File: config.mk
export PLATFORM = sky130hd
export DESIGN_NAME = pcxt_glue_top
export DESIGN_NICKNAME = d
export VERILOG_FILES = /design/src/logic/pcxt_glue_pkg.sv /design/src/logic/activity_led.sv /design/src/logic/mono_tint.sv /design/src/logic/pcxt_glue_top.sv /design/src/logic/sound_mixer.sv /design/src/logic/splash_timer.sv /design/src/logic/status_regs.sv
export SDC_FILE = /design/constraint.sdc
export NUM_CORES = 1
export LEC_CHECK = 0
export BUFFER_PORTS_ARGS = -buffer_cell sky130_fd_sc_hd__buf_4
export CAP_MARGIN = 30
export CORE_MARGIN = 2
export CORE_UTILIZATION = 30
export CTS_CLUSTER_SIZE = 24
export DETAILED_ROUTE_END_ITERATION = 16
export GPL_TIMING_DRIVEN = 0
export SETUP_SLACK_MARGIN = 0.1
export SLEW_MARGIN = 30
export SYNTH_ARGS = -nofsm -noshare
export SYNTH_HDL_FRONTEND = slang
export SYNTH_HIERARCHICAL = 1
export SYNTH_SLANG_ARGS = --single-unit
File: constraint.sdc
create_clock -name CLK_50M -period 3 [get_ports CLK_50M]
set_input_delay 0.15 -clock CLK_50M [delete_from_list [all_inputs] [get_ports CLK_50M]]
set_output_delay 0.15 -clock CLK_50M [all_outputs]
set_load 0.005 [all_outputs]
File: src/logic/pcxt_glue_pkg.sv
// Shared types, status bit map, DIP switch bytes, luminance weights and default counts
`default_nettype none

package pcxt_glue_pkg;

	////////////////////////////////////////////////////////////
	// Types
	////////////////////////////////////////////////////////////

	// OSD status word as delivered by the menu
	typedef logic [31:0] status_t;

	// Video channels, raw 6 bit and widened VGA 8 bit
	typedef logic [5:0] color6_t;
	typedef logic [7:0] color8_t;

	// CGA palette select, status bits 2:1
	typedef enum logic [1:0] {
		TINT_COLOR = 2'd0,
		TINT_GREEN = 2'd1,
		TINT_AMBER = 2'd2,
		TINT_BW    = 2'd3
	} tint_t;

	typedef enum logic {
		SPLASH_SHOW = 1'b0,
		SPLASH_DONE = 1'b1
	} splash_state_t;

	// Audio
	typedef logic signed [15:0] sample_t;
	typedef logic [7:0] tandy_t;

	// HDMI aspect value
	typedef logic [12:0] aspect_t;

	////////////////////////////////////////////////////////////
	// Status word bit map
	////////////////////////////////////////////////////////////

	localparam int ST_CGA_LO      = 1;	// two bits, 2:1
	localparam int ST_SPLASH_SKIP = 3;
	localparam int ST_VIDEO_MDA   = 4;
	localparam int ST_AR_LO       = 8;	// two bits, 9:8

	// DIP switch bytes read back through port C
	localparam logic [7:0] SW_CGA = 8'h2D;
	localparam logic [7:0] SW_MDA = 8'h3D;

	// Luminance coefficients, scaled by 256
	localparam logic [7:0] W_RED   = 8'd54;
	localparam logic [7:0] W_GREEN = 8'd183;
	localparam logic [7:0] W_BLUE  = 8'd18;

	// Splash length and default cycle counts at 50 MHz
	localparam int SPLASH_SECONDS  = 5;
	localparam int DEF_TICK_CYCLES = 50_000_000;
	localparam int DEF_LED_HOLD    = 4_500_000;

	// Rounded channel weight, (v * coef + 128) >> 8
	// Largest product 63 * 255 + 128 still fits in 14 bits
	function automatic color6_t lum_weight(input color6_t v, input logic [7:0] coef);
		logic [13:0] prod;
		prod = 14'(v) * 14'(coef) + 14'd128;
		return color6_t'(prod >> 8);
	endfunction

endpackage

`default_nettype wire

File: src/logic/activity_led.sv
// Retriggerable hold counter stretching disk activity onto the user LED
`timescale 1ns/1ps
`default_nettype none

module activity_led #(
	parameter int hold_cycles = pcxt_glue_pkg::DEF_LED_HOLD
) (
	input  wire  CLK_50M,
	input  wire  reset,
	input  wire  disk_activity,
	output logic led_user
);

	localparam int CNT_W = $clog2(hold_cycles + 1);

	logic [CNT_W-1:0] hold_cnt;

	// Each pulse restarts the full hold time
	always_ff @(posedge CLK_50M) begin
		if (reset) begin
			hold_cnt <= '0;
		end else if (disk_activity) begin
			hold_cnt <= CNT_W'(hold_cycles);
		end else if (hold_cnt != '0) begin
			hold_cnt <= hold_cnt - 1'b1;
		end
	end

	// Lit for as long as time remains
	assign led_user = (hold_cnt != '0);

	// No pulse gets lost
	a_led_follows_pulse: assert property (
		@(posedge CLK_50M) disable iff (reset)
		disk_activity |=> led_user
	);

endmodule

`default_nettype wire

File: src/logic/mono_tint.sv
// Luminance tables and registered colour, green, amber and grey tint stage with MDA bypass
`timescale 1ns/1ps
`default_nettype none

module mono_tint (
	input  wire                        CLK_50M,
	input  wire                        reset,
	input  wire pcxt_glue_pkg::tint_t  tint,
	input  wire                        video_mda,
	input  wire pcxt_glue_pkg::color6_t r,
	input  wire pcxt_glue_pkg::color6_t g,
	input  wire pcxt_glue_pkg::color6_t b,
	input  wire                        de,
	input  wire                        hs,
	input  wire                        vs,
	output pcxt_glue_pkg::color8_t     vga_r,
	output pcxt_glue_pkg::color8_t     vga_g,
	output pcxt_glue_pkg::color8_t     vga_b,
	output logic                       vga_de,
	output logic                       vga_hs,
	output logic                       vga_vs
);

	// Per channel weight ROMs
	pcxt_glue_pkg::color6_t red_lut   [64];
	pcxt_glue_pkg::color6_t green_lut [64];
	pcxt_glue_pkg::color6_t blue_lut  [64];

	// Luminance, max 13 + 45 + 4
	pcxt_glue_pkg::color6_t lum;

	// Tinted and final 6 bit channels
	pcxt_glue_pkg::color6_t tint_r;
	pcxt_glue_pkg::color6_t tint_g;
	pcxt_glue_pkg::color6_t tint_b;
	pcxt_glue_pkg::color6_t out_r;
	pcxt_glue_pkg::color6_t out_g;
	pcxt_glue_pkg::color6_t out_b;

	////////////////////////////////////////////////////////////
	// Weight tables
	////////////////////////////////////////////////////////////

	// Constant contents, folded into ROM by synthesis
	for (genvar i = 0; i < 64; i++) begin : g_lut
		assign red_lut[i]   = pcxt_glue_pkg::lum_weight(6'(i), pcxt_glue_pkg::W_RED);
		assign green_lut[i] = pcxt_glue_pkg::lum_weight(6'(i), pcxt_glue_pkg::W_GREEN);
		assign blue_lut[i]  = pcxt_glue_pkg::lum_weight(6'(i), pcxt_glue_pkg::W_BLUE);
	end

	assign lum = red_lut[r] + green_lut[g] + blue_lut[b];

	////////////////////////////////////////////////////////////
	// Palette select
	////////////////////////////////////////////////////////////

	always_comb begin
		case (tint)
			pcxt_glue_pkg::TINT_GREEN: begin
				tint_r = '0;
				tint_g = lum;
				tint_b = '0;
			end
			pcxt_glue_pkg::TINT_AMBER: begin
				// Half green gives the orange cast
				tint_r = lum;
				tint_g = lum >> 1;
				tint_b = '0;
			end
			pcxt_glue_pkg::TINT_BW: begin
				tint_r = lum;
				tint_g = lum;
				tint_b = lum;
			end
			default: begin
				tint_r = r;
				tint_g = g;
				tint_b = b;
			end
		endcase
	end

	// MDA has its own palette handling upstream
	assign out_r = video_mda ? r : tint_r;
	assign out_g = video_mda ? g : tint_g;
	assign out_b = video_mda ? b : tint_b;

	////////////////////////////////////////////////////////////
	// Output register
	////////////////////////////////////////////////////////////

	// Syncs ride alongside so pixel and timing stay aligned
	always_ff @(posedge CLK_50M) begin
		if (reset) begin
			vga_r  <= '0;
			vga_g  <= '0;
			vga_b  <= '0;
			vga_de <= 1'b0;
			vga_hs <= 1'b0;
			vga_vs <= 1'b0;
		end else begin
			vga_r  <= {out_r, 2'b00};
			vga_g  <= {out_g, 2'b00};
			vga_b  <= {out_b, 2'b00};
			vga_de <= de;
			vga_hs <= hs;
			vga_vs <= vs;
		end
	end

	// Green and amber never carry blue one cycle later
	a_mono_no_blue: assert property (
		@(posedge CLK_50M) disable iff (reset)
		(!$past(video_mda) && ($past(tint) == pcxt_glue_pkg::TINT_GREEN ||
			$past(tint) == pcxt_glue_pkg::TINT_AMBER)) |-> (vga_b == '0)
	);

endmodule

`default_nettype wire

File: src/logic/pcxt_glue_top.sv
// Top level wiring status decode into splash, tint, mixer and LED logic
`timescale 1ns/1ps
`default_nettype none

module pcxt_glue_top #(
	parameter int tick_cycles = pcxt_glue_pkg::DEF_TICK_CYCLES,
	parameter int led_hold    = pcxt_glue_pkg::DEF_LED_HOLD
) (
	input  wire                          CLK_50M,
	input  wire                          reset,
	// OSD status
	input  wire                          status_wr,
	input  wire pcxt_glue_pkg::status_t  status_data,
	input  wire                          port_b_sel,
	output pcxt_glue_pkg::aspect_t       video_arx,
	output pcxt_glue_pkg::aspect_t       video_ary,
	output logic [3:0]                   switch_nibble,
	output logic                         splash_active,
	// Video
	input  wire pcxt_glue_pkg::color6_t  r,
	input  wire pcxt_glue_pkg::color6_t  g,
	input  wire pcxt_glue_pkg::color6_t  b,
	input  wire                          de,
	input  wire                          hs,
	input  wire                          vs,
	output pcxt_glue_pkg::color8_t       vga_r,
	output pcxt_glue_pkg::color8_t       vga_g,
	output pcxt_glue_pkg::color8_t       vga_b,
	output logic                         vga_de,
	output logic                         vga_hs,
	output logic                         vga_vs,
	// Audio
	input  wire pcxt_glue_pkg::sample_t  opl_sample,
	input  wire                          speaker,
	input  wire pcxt_glue_pkg::tandy_t   tandy_sample,
	output pcxt_glue_pkg::sample_t       audio_l,
	output pcxt_glue_pkg::sample_t       audio_r,
	// Disk LED
	input  wire                          disk_activity,
	output logic                         led_user
);

	// Decoded menu fields
	pcxt_glue_pkg::tint_t tint;
	logic                 video_mda;
	logic                 splash_skip;

	////////////////////////////////////////////////////////////
	// Configuration
	////////////////////////////////////////////////////////////

	status_regs u_status_regs (
		.CLK_50M       (CLK_50M),
		.reset         (reset),
		.status_wr     (status_wr),
		.status_data   (status_data),
		.port_b_sel    (port_b_sel),
		.tint          (tint),
		.video_mda     (video_mda),
		.splash_skip   (splash_skip),
		.video_arx     (video_arx),
		.video_ary     (video_ary),
		.switch_nibble (switch_nibble)
	);

	// Core reset hold while the logo shows
	splash_timer #(.tick_cycles(tick_cycles)) u_splash_timer (
		.CLK_50M       (CLK_50M),
		.reset         (reset),
		.splash_skip   (splash_skip),
		.splash_active (splash_active)
	);

	////////////////////////////////////////////////////////////
	// Datapath
	////////////////////////////////////////////////////////////

	mono_tint u_mono_tint (
		.CLK_50M   (CLK_50M),
		.reset     (reset),
		.tint      (tint),
		.video_mda (video_mda),
		.r         (r),
		.g         (g),
		.b         (b),
		.de        (de),
		.hs        (hs),
		.vs        (vs),
		.vga_r     (vga_r),
		.vga_g     (vga_g),
		.vga_b     (vga_b),
		.vga_de    (vga_de),
		.vga_hs    (vga_hs),
		.vga_vs    (vga_vs)
	);

	sound_mixer u_sound_mixer (
		.CLK_50M      (CLK_50M),
		.reset        (reset),
		.opl_sample   (opl_sample),
		.speaker      (speaker),
		.tandy_sample (tandy_sample),
		.audio_l      (audio_l),
		.audio_r      (audio_r)
	);

	// fdd activity stretcher
	activity_led #(.hold_cycles(led_hold)) u_activity_led (
		.CLK_50M       (CLK_50M),
		.reset         (reset),
		.disk_activity (disk_activity),
		.led_user      (led_user)
	);

endmodule

`default_nettype wire

File: src/logic/sound_mixer.sv
// Registered signed mix of OPL, speaker and Tandy audio
`timescale 1ns/1ps
`default_nettype none

module sound_mixer (
	input  wire                         CLK_50M,
	input  wire                         reset,
	input  wire pcxt_glue_pkg::sample_t opl_sample,
	input  wire                         speaker,
	input  wire pcxt_glue_pkg::tandy_t  tandy_sample,
	output pcxt_glue_pkg::sample_t      audio_l,
	output pcxt_glue_pkg::sample_t      audio_r
);

	// Scaled terms, 17 bit headroom
	logic [16:0] opl_term;
	logic [16:0] spk_term;
	logic [16:0] tandy_term;
	logic [16:0] mix_sum;

	pcxt_glue_pkg::sample_t audio_q;

	// OPL sign extended then x4
	assign opl_term = {opl_sample[15], opl_sample} << 2;

	// Speaker is a full scale square wave
	assign spk_term = {1'b0, speaker, 15'd0};

	// Tandy level sits at x256
	assign tandy_term = {1'b0, tandy_sample, 8'd0};

	// wraps in 17 bits, no saturation
	assign mix_sum = opl_term + spk_term + tandy_term;

	always_ff @(posedge CLK_50M) begin
		if (reset) begin
			audio_q <= '0;
		end else begin
			// Drop the LSB back to 16 bits
			audio_q <= mix_sum[16:1];
		end
	end

	// Mono, both channels share one register
	assign audio_l = audio_q;
	assign audio_r = audio_q;

endmodule

`default_nettype wire

File: src/logic/splash_timer.sv
// Splash screen FSM with cycle and seconds counters holding the core in reset
`timescale 1ns/1ps
`default_nettype none

module splash_timer #(
	parameter int tick_cycles = pcxt_glue_pkg::DEF_TICK_CYCLES
) (
	input  wire  CLK_50M,
	input  wire  reset,
	input  wire  splash_skip,
	output logic splash_active
);

	// Cycle counter wraps once per second
	localparam int CYC_W = (tick_cycles > 1) ? $clog2(tick_cycles) : 1;
	localparam int SEC_W = $clog2(pcxt_glue_pkg::SPLASH_SECONDS + 1);

	pcxt_glue_pkg::splash_state_t state;
	logic [CYC_W-1:0] cyc_cnt;
	logic [SEC_W-1:0] sec_cnt;

	always_ff @(posedge CLK_50M) begin
		if (reset) begin
			state   <= pcxt_glue_pkg::SPLASH_SHOW;
			cyc_cnt <= '0;
			sec_cnt <= '0;
		end else begin
			case (state)
				pcxt_glue_pkg::SPLASH_SHOW: begin
					// Skip wins over the running count
					if (splash_skip) begin
						state <= pcxt_glue_pkg::SPLASH_DONE;
					end else if (sec_cnt == SEC_W'(pcxt_glue_pkg::SPLASH_SECONDS)) begin
						state <= pcxt_glue_pkg::SPLASH_DONE;
					end else if (cyc_cnt == CYC_W'(tick_cycles - 1)) begin
						// One second elapsed
						cyc_cnt <= '0;
						sec_cnt <= sec_cnt + 1'b1;
					end else begin
						cyc_cnt <= cyc_cnt + 1'b1;
					end
				end
				default: begin
					// Sticky until the next reset
					state <= pcxt_glue_pkg::SPLASH_DONE;
				end
			endcase
		end
	end

	assign splash_active = (state == pcxt_glue_pkg::SPLASH_SHOW);

	// Splash only comes back through reset
	a_no_rise_without_reset: assert property (
		@(posedge CLK_50M) disable iff (reset)
		$rose(splash_active) |-> $past(reset)
	);

endmodule

`default_nettype wire

File: src/logic/status_regs.sv
// Status word register with palette, video, splash, aspect and DIP switch decode
`timescale 1ns/1ps
`default_nettype none

module status_regs (
	input  wire                     CLK_50M,
	input  wire                     reset,
	input  wire                     status_wr,
	input  wire pcxt_glue_pkg::status_t status_data,
	input  wire                     port_b_sel,
	output pcxt_glue_pkg::tint_t    tint,
	output logic                    video_mda,
	output logic                    splash_skip,
	output pcxt_glue_pkg::aspect_t  video_arx,
	output pcxt_glue_pkg::aspect_t  video_ary,
	output logic [3:0]              switch_nibble
);

	pcxt_glue_pkg::status_t status_q;

	// Aspect field and selected switch byte
	logic [1:0] ar;
	logic [7:0] sw_byte;

	////////////////////////////////////////////////////////////
	// Status word
	////////////////////////////////////////////////////////////

	// Menu writes land whole, no partial update
	always_ff @(posedge CLK_50M) begin
		if (reset) begin
			status_q <= '0;
		end else if (status_wr) begin
			status_q <= status_data;
		end
	end

	////////////////////////////////////////////////////////////
	// Field decode
	////////////////////////////////////////////////////////////

	// Palette select for the CGA path
	assign tint = pcxt_glue_pkg::tint_t'(status_q[pcxt_glue_pkg::ST_CGA_LO +: 2]);

	// MDA card instead of Tandy/CGA
	assign video_mda = status_q[pcxt_glue_pkg::ST_VIDEO_MDA];

	// Menu option "splash screen: no"
	assign splash_skip = status_q[pcxt_glue_pkg::ST_SPLASH_SKIP];

	assign ar = status_q[pcxt_glue_pkg::ST_AR_LO +: 2];

	// Original 4:3, otherwise scaler preset index ar-1 with ary zero
	always_comb begin
		if (ar == 2'd0) begin
			video_arx = 13'd4;
			video_ary = 13'd3;
		end else begin
			video_arx = {11'd0, ar} - 13'd1;
			video_ary = 13'd0;
		end
	end

	// DIP switches follow the fitted video card
	assign sw_byte = video_mda ? pcxt_glue_pkg::SW_MDA : pcxt_glue_pkg::SW_CGA;

	// Port B bit 3 picks the high or low switch bank
	assign switch_nibble = port_b_sel ? sw_byte[7:4] : sw_byte[3:0];

endmodule

`default_nettype wire

==> out/qor.txt <==
RUN STATUS
--------------------------------------------------------------------------------------
Result of the run ....................................................... finished with violations
Failing checks .......................................................... setup timing

YOSYS
--------------------------------------------------------------------------------------
Share of flip-flops with an asynchronous set or reset ...................           0%
Most frequent cell after synthesis ...................................... sky130_fd_sc_hd__dfxtp_1
Number of storage elements in the synthesis netlist .....................           95
Syn Inst Count ..........................................................          738
Library cell with the largest summed area after synthesis ............... sky130_fd_sc_hd__dfxtp_1
Most frequently used flop master after synthesis ........................ sky130_fd_sc_hd__dfxtp_1
Proportion of synthesized chip area in sequential cells .................       31.24%
Area of the mapped netlist ..............................................     6088 um2
Count of flip-flops with a built-in enable after synthesis ..............            0
Fraction of post-synthesis cell area in the top cell type by area .......       31.24%
Avg Synthesized Cell Area ...............................................    8.250 um2
Commonest cells in the netlist .......................................... 95 x sky130_fd_sc_hd__dfxtp_1, 92 x sky130_fd_sc_hd__nor2_1, 50 x sky130_fd_sc_hd__buf_4
Most area-consuming cells after synthesis ............................... sky130_fd_sc_hd__dfxtp_1 31%, sky130_fd_sc_hd__ha_1 6.8%, sky130_fd_sc_hd__buf_4 6.2%
Synth Warn # ............................................................            6
Number of distinct standard cells referenced by the synthesized netlist .           80

POWER AND IR DROP
--------------------------------------------------------------------------------------
Total power .............................................................     3.696 mW
Switching part of the total power .......................................       31.59%
Sequential cell fraction of total power .................................        37.8%
Power Internal ..........................................................     2.528 mW
Maximum vdd ir drop .....................................................    0.2194 mV
Relative contribution of the clock network to total power ...............        31.0%
Net switching power .....................................................     1.168 mW
Combinational power share ...............................................        31.2%
Pwr per Cell Area ....................................................... 459.0 nW/um2
LEAKAGE .................................................................     3.463 nW

FINAL LAYOUT
--------------------------------------------------------------------------------------
Number of nets in the final layout ......................................         1031
Fraction of layout instances using a drive strength above 1 .............       28.67%
Synth-to-Final Area Change ..............................................       32.26%
Number of diodes added for antenna fixing ...............................            0
Final cell count without fillers ........................................         1184
Finished layout cell area ...............................................     8053 um2
Layout Utilization ......................................................       40.05%

ROUTE
--------------------------------------------------------------------------------------
Pre-antenna DRT Iters ...................................................            5
Post-detailed-route count of antenna-violating nets .....................            0
Number of DRC violations after detailed-routing iteration 0 .............          178
Total DRC errors in the routed layout ...................................            0
Overall routed net length ...............................................     15100 um
Average wire per cell in the routed design ..............................     12.75 um
Via count ...............................................................         5584
Routed via count divided by cell count ..................................        4.716

PLACE
--------------------------------------------------------------------------------------
RD Place Congestion .....................................................       0.8164
Number of buffer cells added on primary ports ...........................          112
DP Cell Count ...........................................................         1146
Placement Cell Area .....................................................     7430 um2
DP HPWL .................................................................     11140 um

TIMING
--------------------------------------------------------------------------------------
Crit share post-route ...................................................       103.5%
Post-layout minimum cycle time ..........................................      3104 ps
Number of pins with negative max-slew slack in the final report .........            0
Min setup slack post-route ..............................................    -104.3 ps
Post-route clock skew ...................................................     12.67 ps
Least-Margin Pin Slew ...................................................     823.7 ps
Remaining max-slew budget at the tightest pin ...........................       44.58%
Highest attainable clock frequency ......................................    322.1 MHz
Unrepaired setup endpoints after global routing .........................         true
Count of endpoints failing setup in the final report ....................            7
Hold Fails Final Rpt ....................................................            0

SETUP PATH
--------------------------------------------------------------------------------------
Worst reg-to-reg setup slack ............................................       520 ps
Critical path class ..................................................... input pin to register
Crit-path slowest cell .................................................. sky130_fd_sc_hd__mux4_2
Type of element capturing the critical path .............................     register
Crit path largest cell delay ............................................       470 ps
Data required time at the worst endpoint ................................      3280 ps
List of cells traversed by the critical path ............................ buf_12, clkinvlp_4, ha_4, mux2_4, mux4_2, a21o_1, fa_2, inv_2, ha_4, inv_2, fa_2, nand2b_4, a21oi_4, xnor2_4, nand3b_1, a31oi_1
Worst EP arrival ........................................................      3380 ps
Crit-path max FO ........................................................            4
Kind of launch point of the worst setup path ............................    input pin

GRT
--------------------------------------------------------------------------------------
Number of global-route vias before repair ...............................         5144
Number of antenna violations at the first check in global routing .......            0
Total global routing overflow ...........................................            0
Global routing usage summed across all routing layers ...................       14.10%
Wire length of the first global-routing pass ............................     25030 um
Largest net degree at the start of global routing .......................           19

CLOCK NETWORK
--------------------------------------------------------------------------------------
TritonCTS Buffers .......................................................            9
Clock buffer depth ......................................................            2
Clock transition at path regs ...........................................        70 ps
Clock latency on the worst-skew pair ....................................       360 ps
Clock tree from TritonCTS ...............................................         done
Root Buffer Master ...................................................... sky130_fd_sc_hd__clkbuf_16
H-tree Lvls .............................................................            3
TritonCTS Sinks .........................................................           95

FLOORPLANNING
--------------------------------------------------------------------------------------
Die boundary width ......................................................     146.5 um
# rows ..................................................................           52
CORE AREA ...............................................................    20100 um2
Overall die area ........................................................    21450 um2
Initial Util ............................................................       30.28%
I/O pin total ...........................................................          174
Vertical die dimension ..................................................     146.5 um

HOLD PATH
--------------------------------------------------------------------------------------
HP Class ................................................................ input pin to register

FLOW RUN
--------------------------------------------------------------------------------------
Max Cap Violations ......................................................            0

cell families (layout without fill, tap and decap cells):
group,after synthesis,after routing,share of synthesized area (%)
adder cells (fa/ha/maj),40,40,8.919
AND/OR/NAND/NOR,290,290,25.38
buffers and inverters,126,276,11.69
multiplexers,15,15,2.918
flip-flops,95,95,31.24
XOR/XNOR,36,36,5.179
other,3,29,0.1849
AO/OA/AOI/OAI,133,133,14.49
cell usage in the layout (no fill, tap or decap), drive strengths merged, types with 11 or more instances in the layout:
master,count
buf,191
dfxtp,95
nor2,93
a21oi,46
inv,37
clkbuf,35
ha,33
nand2,30
conb,29
nor3,22
nand3,21
nor4,20
xor2,19
nor2b,19
o21ai,19
nand4,18
xnor2,17
mux2i,11
a211oi,11
a22oi,11
state kept, by name, indices dropped and copies added, names as in the netlist:
register,flops
u_splash_timer/state,1
u_sound_mixer/audio_l,15
u_splash_timer/sec_cnt,3
u_mono_tint/vga_g,6
u_mono_tint/vga_r,6
u_mono_tint/vga_hs,1
u_mono_tint/vga_de,1
u_mono_tint/vga_b,6
u_activity_led/hold_cnt,23
u_mono_tint/vga_vs,1
u_status_regs/status_q,6
u_splash_timer/cyc_cnt,26
per-stage QoR:
stage          setup slack (ps)  TNS, ps  hold slack, ps
3_3_place_gp             -676.9    -5577           359.3
3_5_place_dp             -654.2    -5772           365.4
6_report                 -104.3   -372.2           9.870
4_1_cts                  -64.70   -249.1           1.747
2_1_floorplan            -134.7   -406.3           222.4
5_1_grt                  -203.2    -1260           7.300
critical path, delay by kind of cell:
kind            cells  cell delay, ps
xor+xnor            1             170
compound gates      3             570
buf+inv             4             300
mux                 2             720
simple gates        2             280
fa+ha+maj           4            1190
cell type report:
type | count | area [um2]
inverters | 36 | 142.6
plain buffers | 90 | 576.8
clock buffers | 9 | 225.2
clock inverters | 7 | 62.56
multi-input cells | 543 | 3742
flip-flops and latches | 95 | 1902
well taps | 270 | 337.8
fillers | 2036 | 12050
repair buffers | 134 | 1064
worst paths after layout:
path,depth (start not counted),to,startpoint
min,2,u_sound_mixer/audio_l[1],opl_sample[0]
max reg2reg,6,u_splash_timer/sec_cnt[1],u_splash_timer/cyc_cnt[16]
max,16,u_mono_tint/vga_g[6],g[0]
min reg2reg,2,u_splash_timer/cyc_cnt[1],u_splash_timer/cyc_cnt[1]
per-layer routing:
| layer | vias to the layer above | track usage, % | part of all wire (%) |
|---|---|---|---|
| met1 | 2549 | 18.60 | 47 |
| met2 | 158 | 23.49 | 46 |
| li1 | 2867 | - | - |
| met3 | 10 | 2.344 | 5.1 |
| met4 | 0 | 4.660 | 1.2 |
| met5 | - | 0 | 0 |
what timing repair did:
item | CTS | global route
endpoints found under the setup margin | 11 | 9
hold buffers | 7 | 0
pin swaps | 10 | 9
endpoints found under the hold margin | 7 | 0
resized for setup | 13 | 18
setup buffers | 6 | 9
power groups by stage:
| stage | combinational [mW] | clock, mW | sequential, mW |
|---|---|---|---|
| 3_5_place_dp | 0.999 | 0 | 1.43 |
| 3_3_place_gp | 0.986 | 0 | 1.43 |
| 2_1_floorplan | 0.666 | 0 | 1.42 |
| 4_1_cts | 1.07 | 1.19 | 1.40 |
| 6_report | 1.15 | 1.14 | 1.40 |
| 5_1_grt | 1.27 | 1.24 | 1.41 |
(Power assumes the default switching activity.)
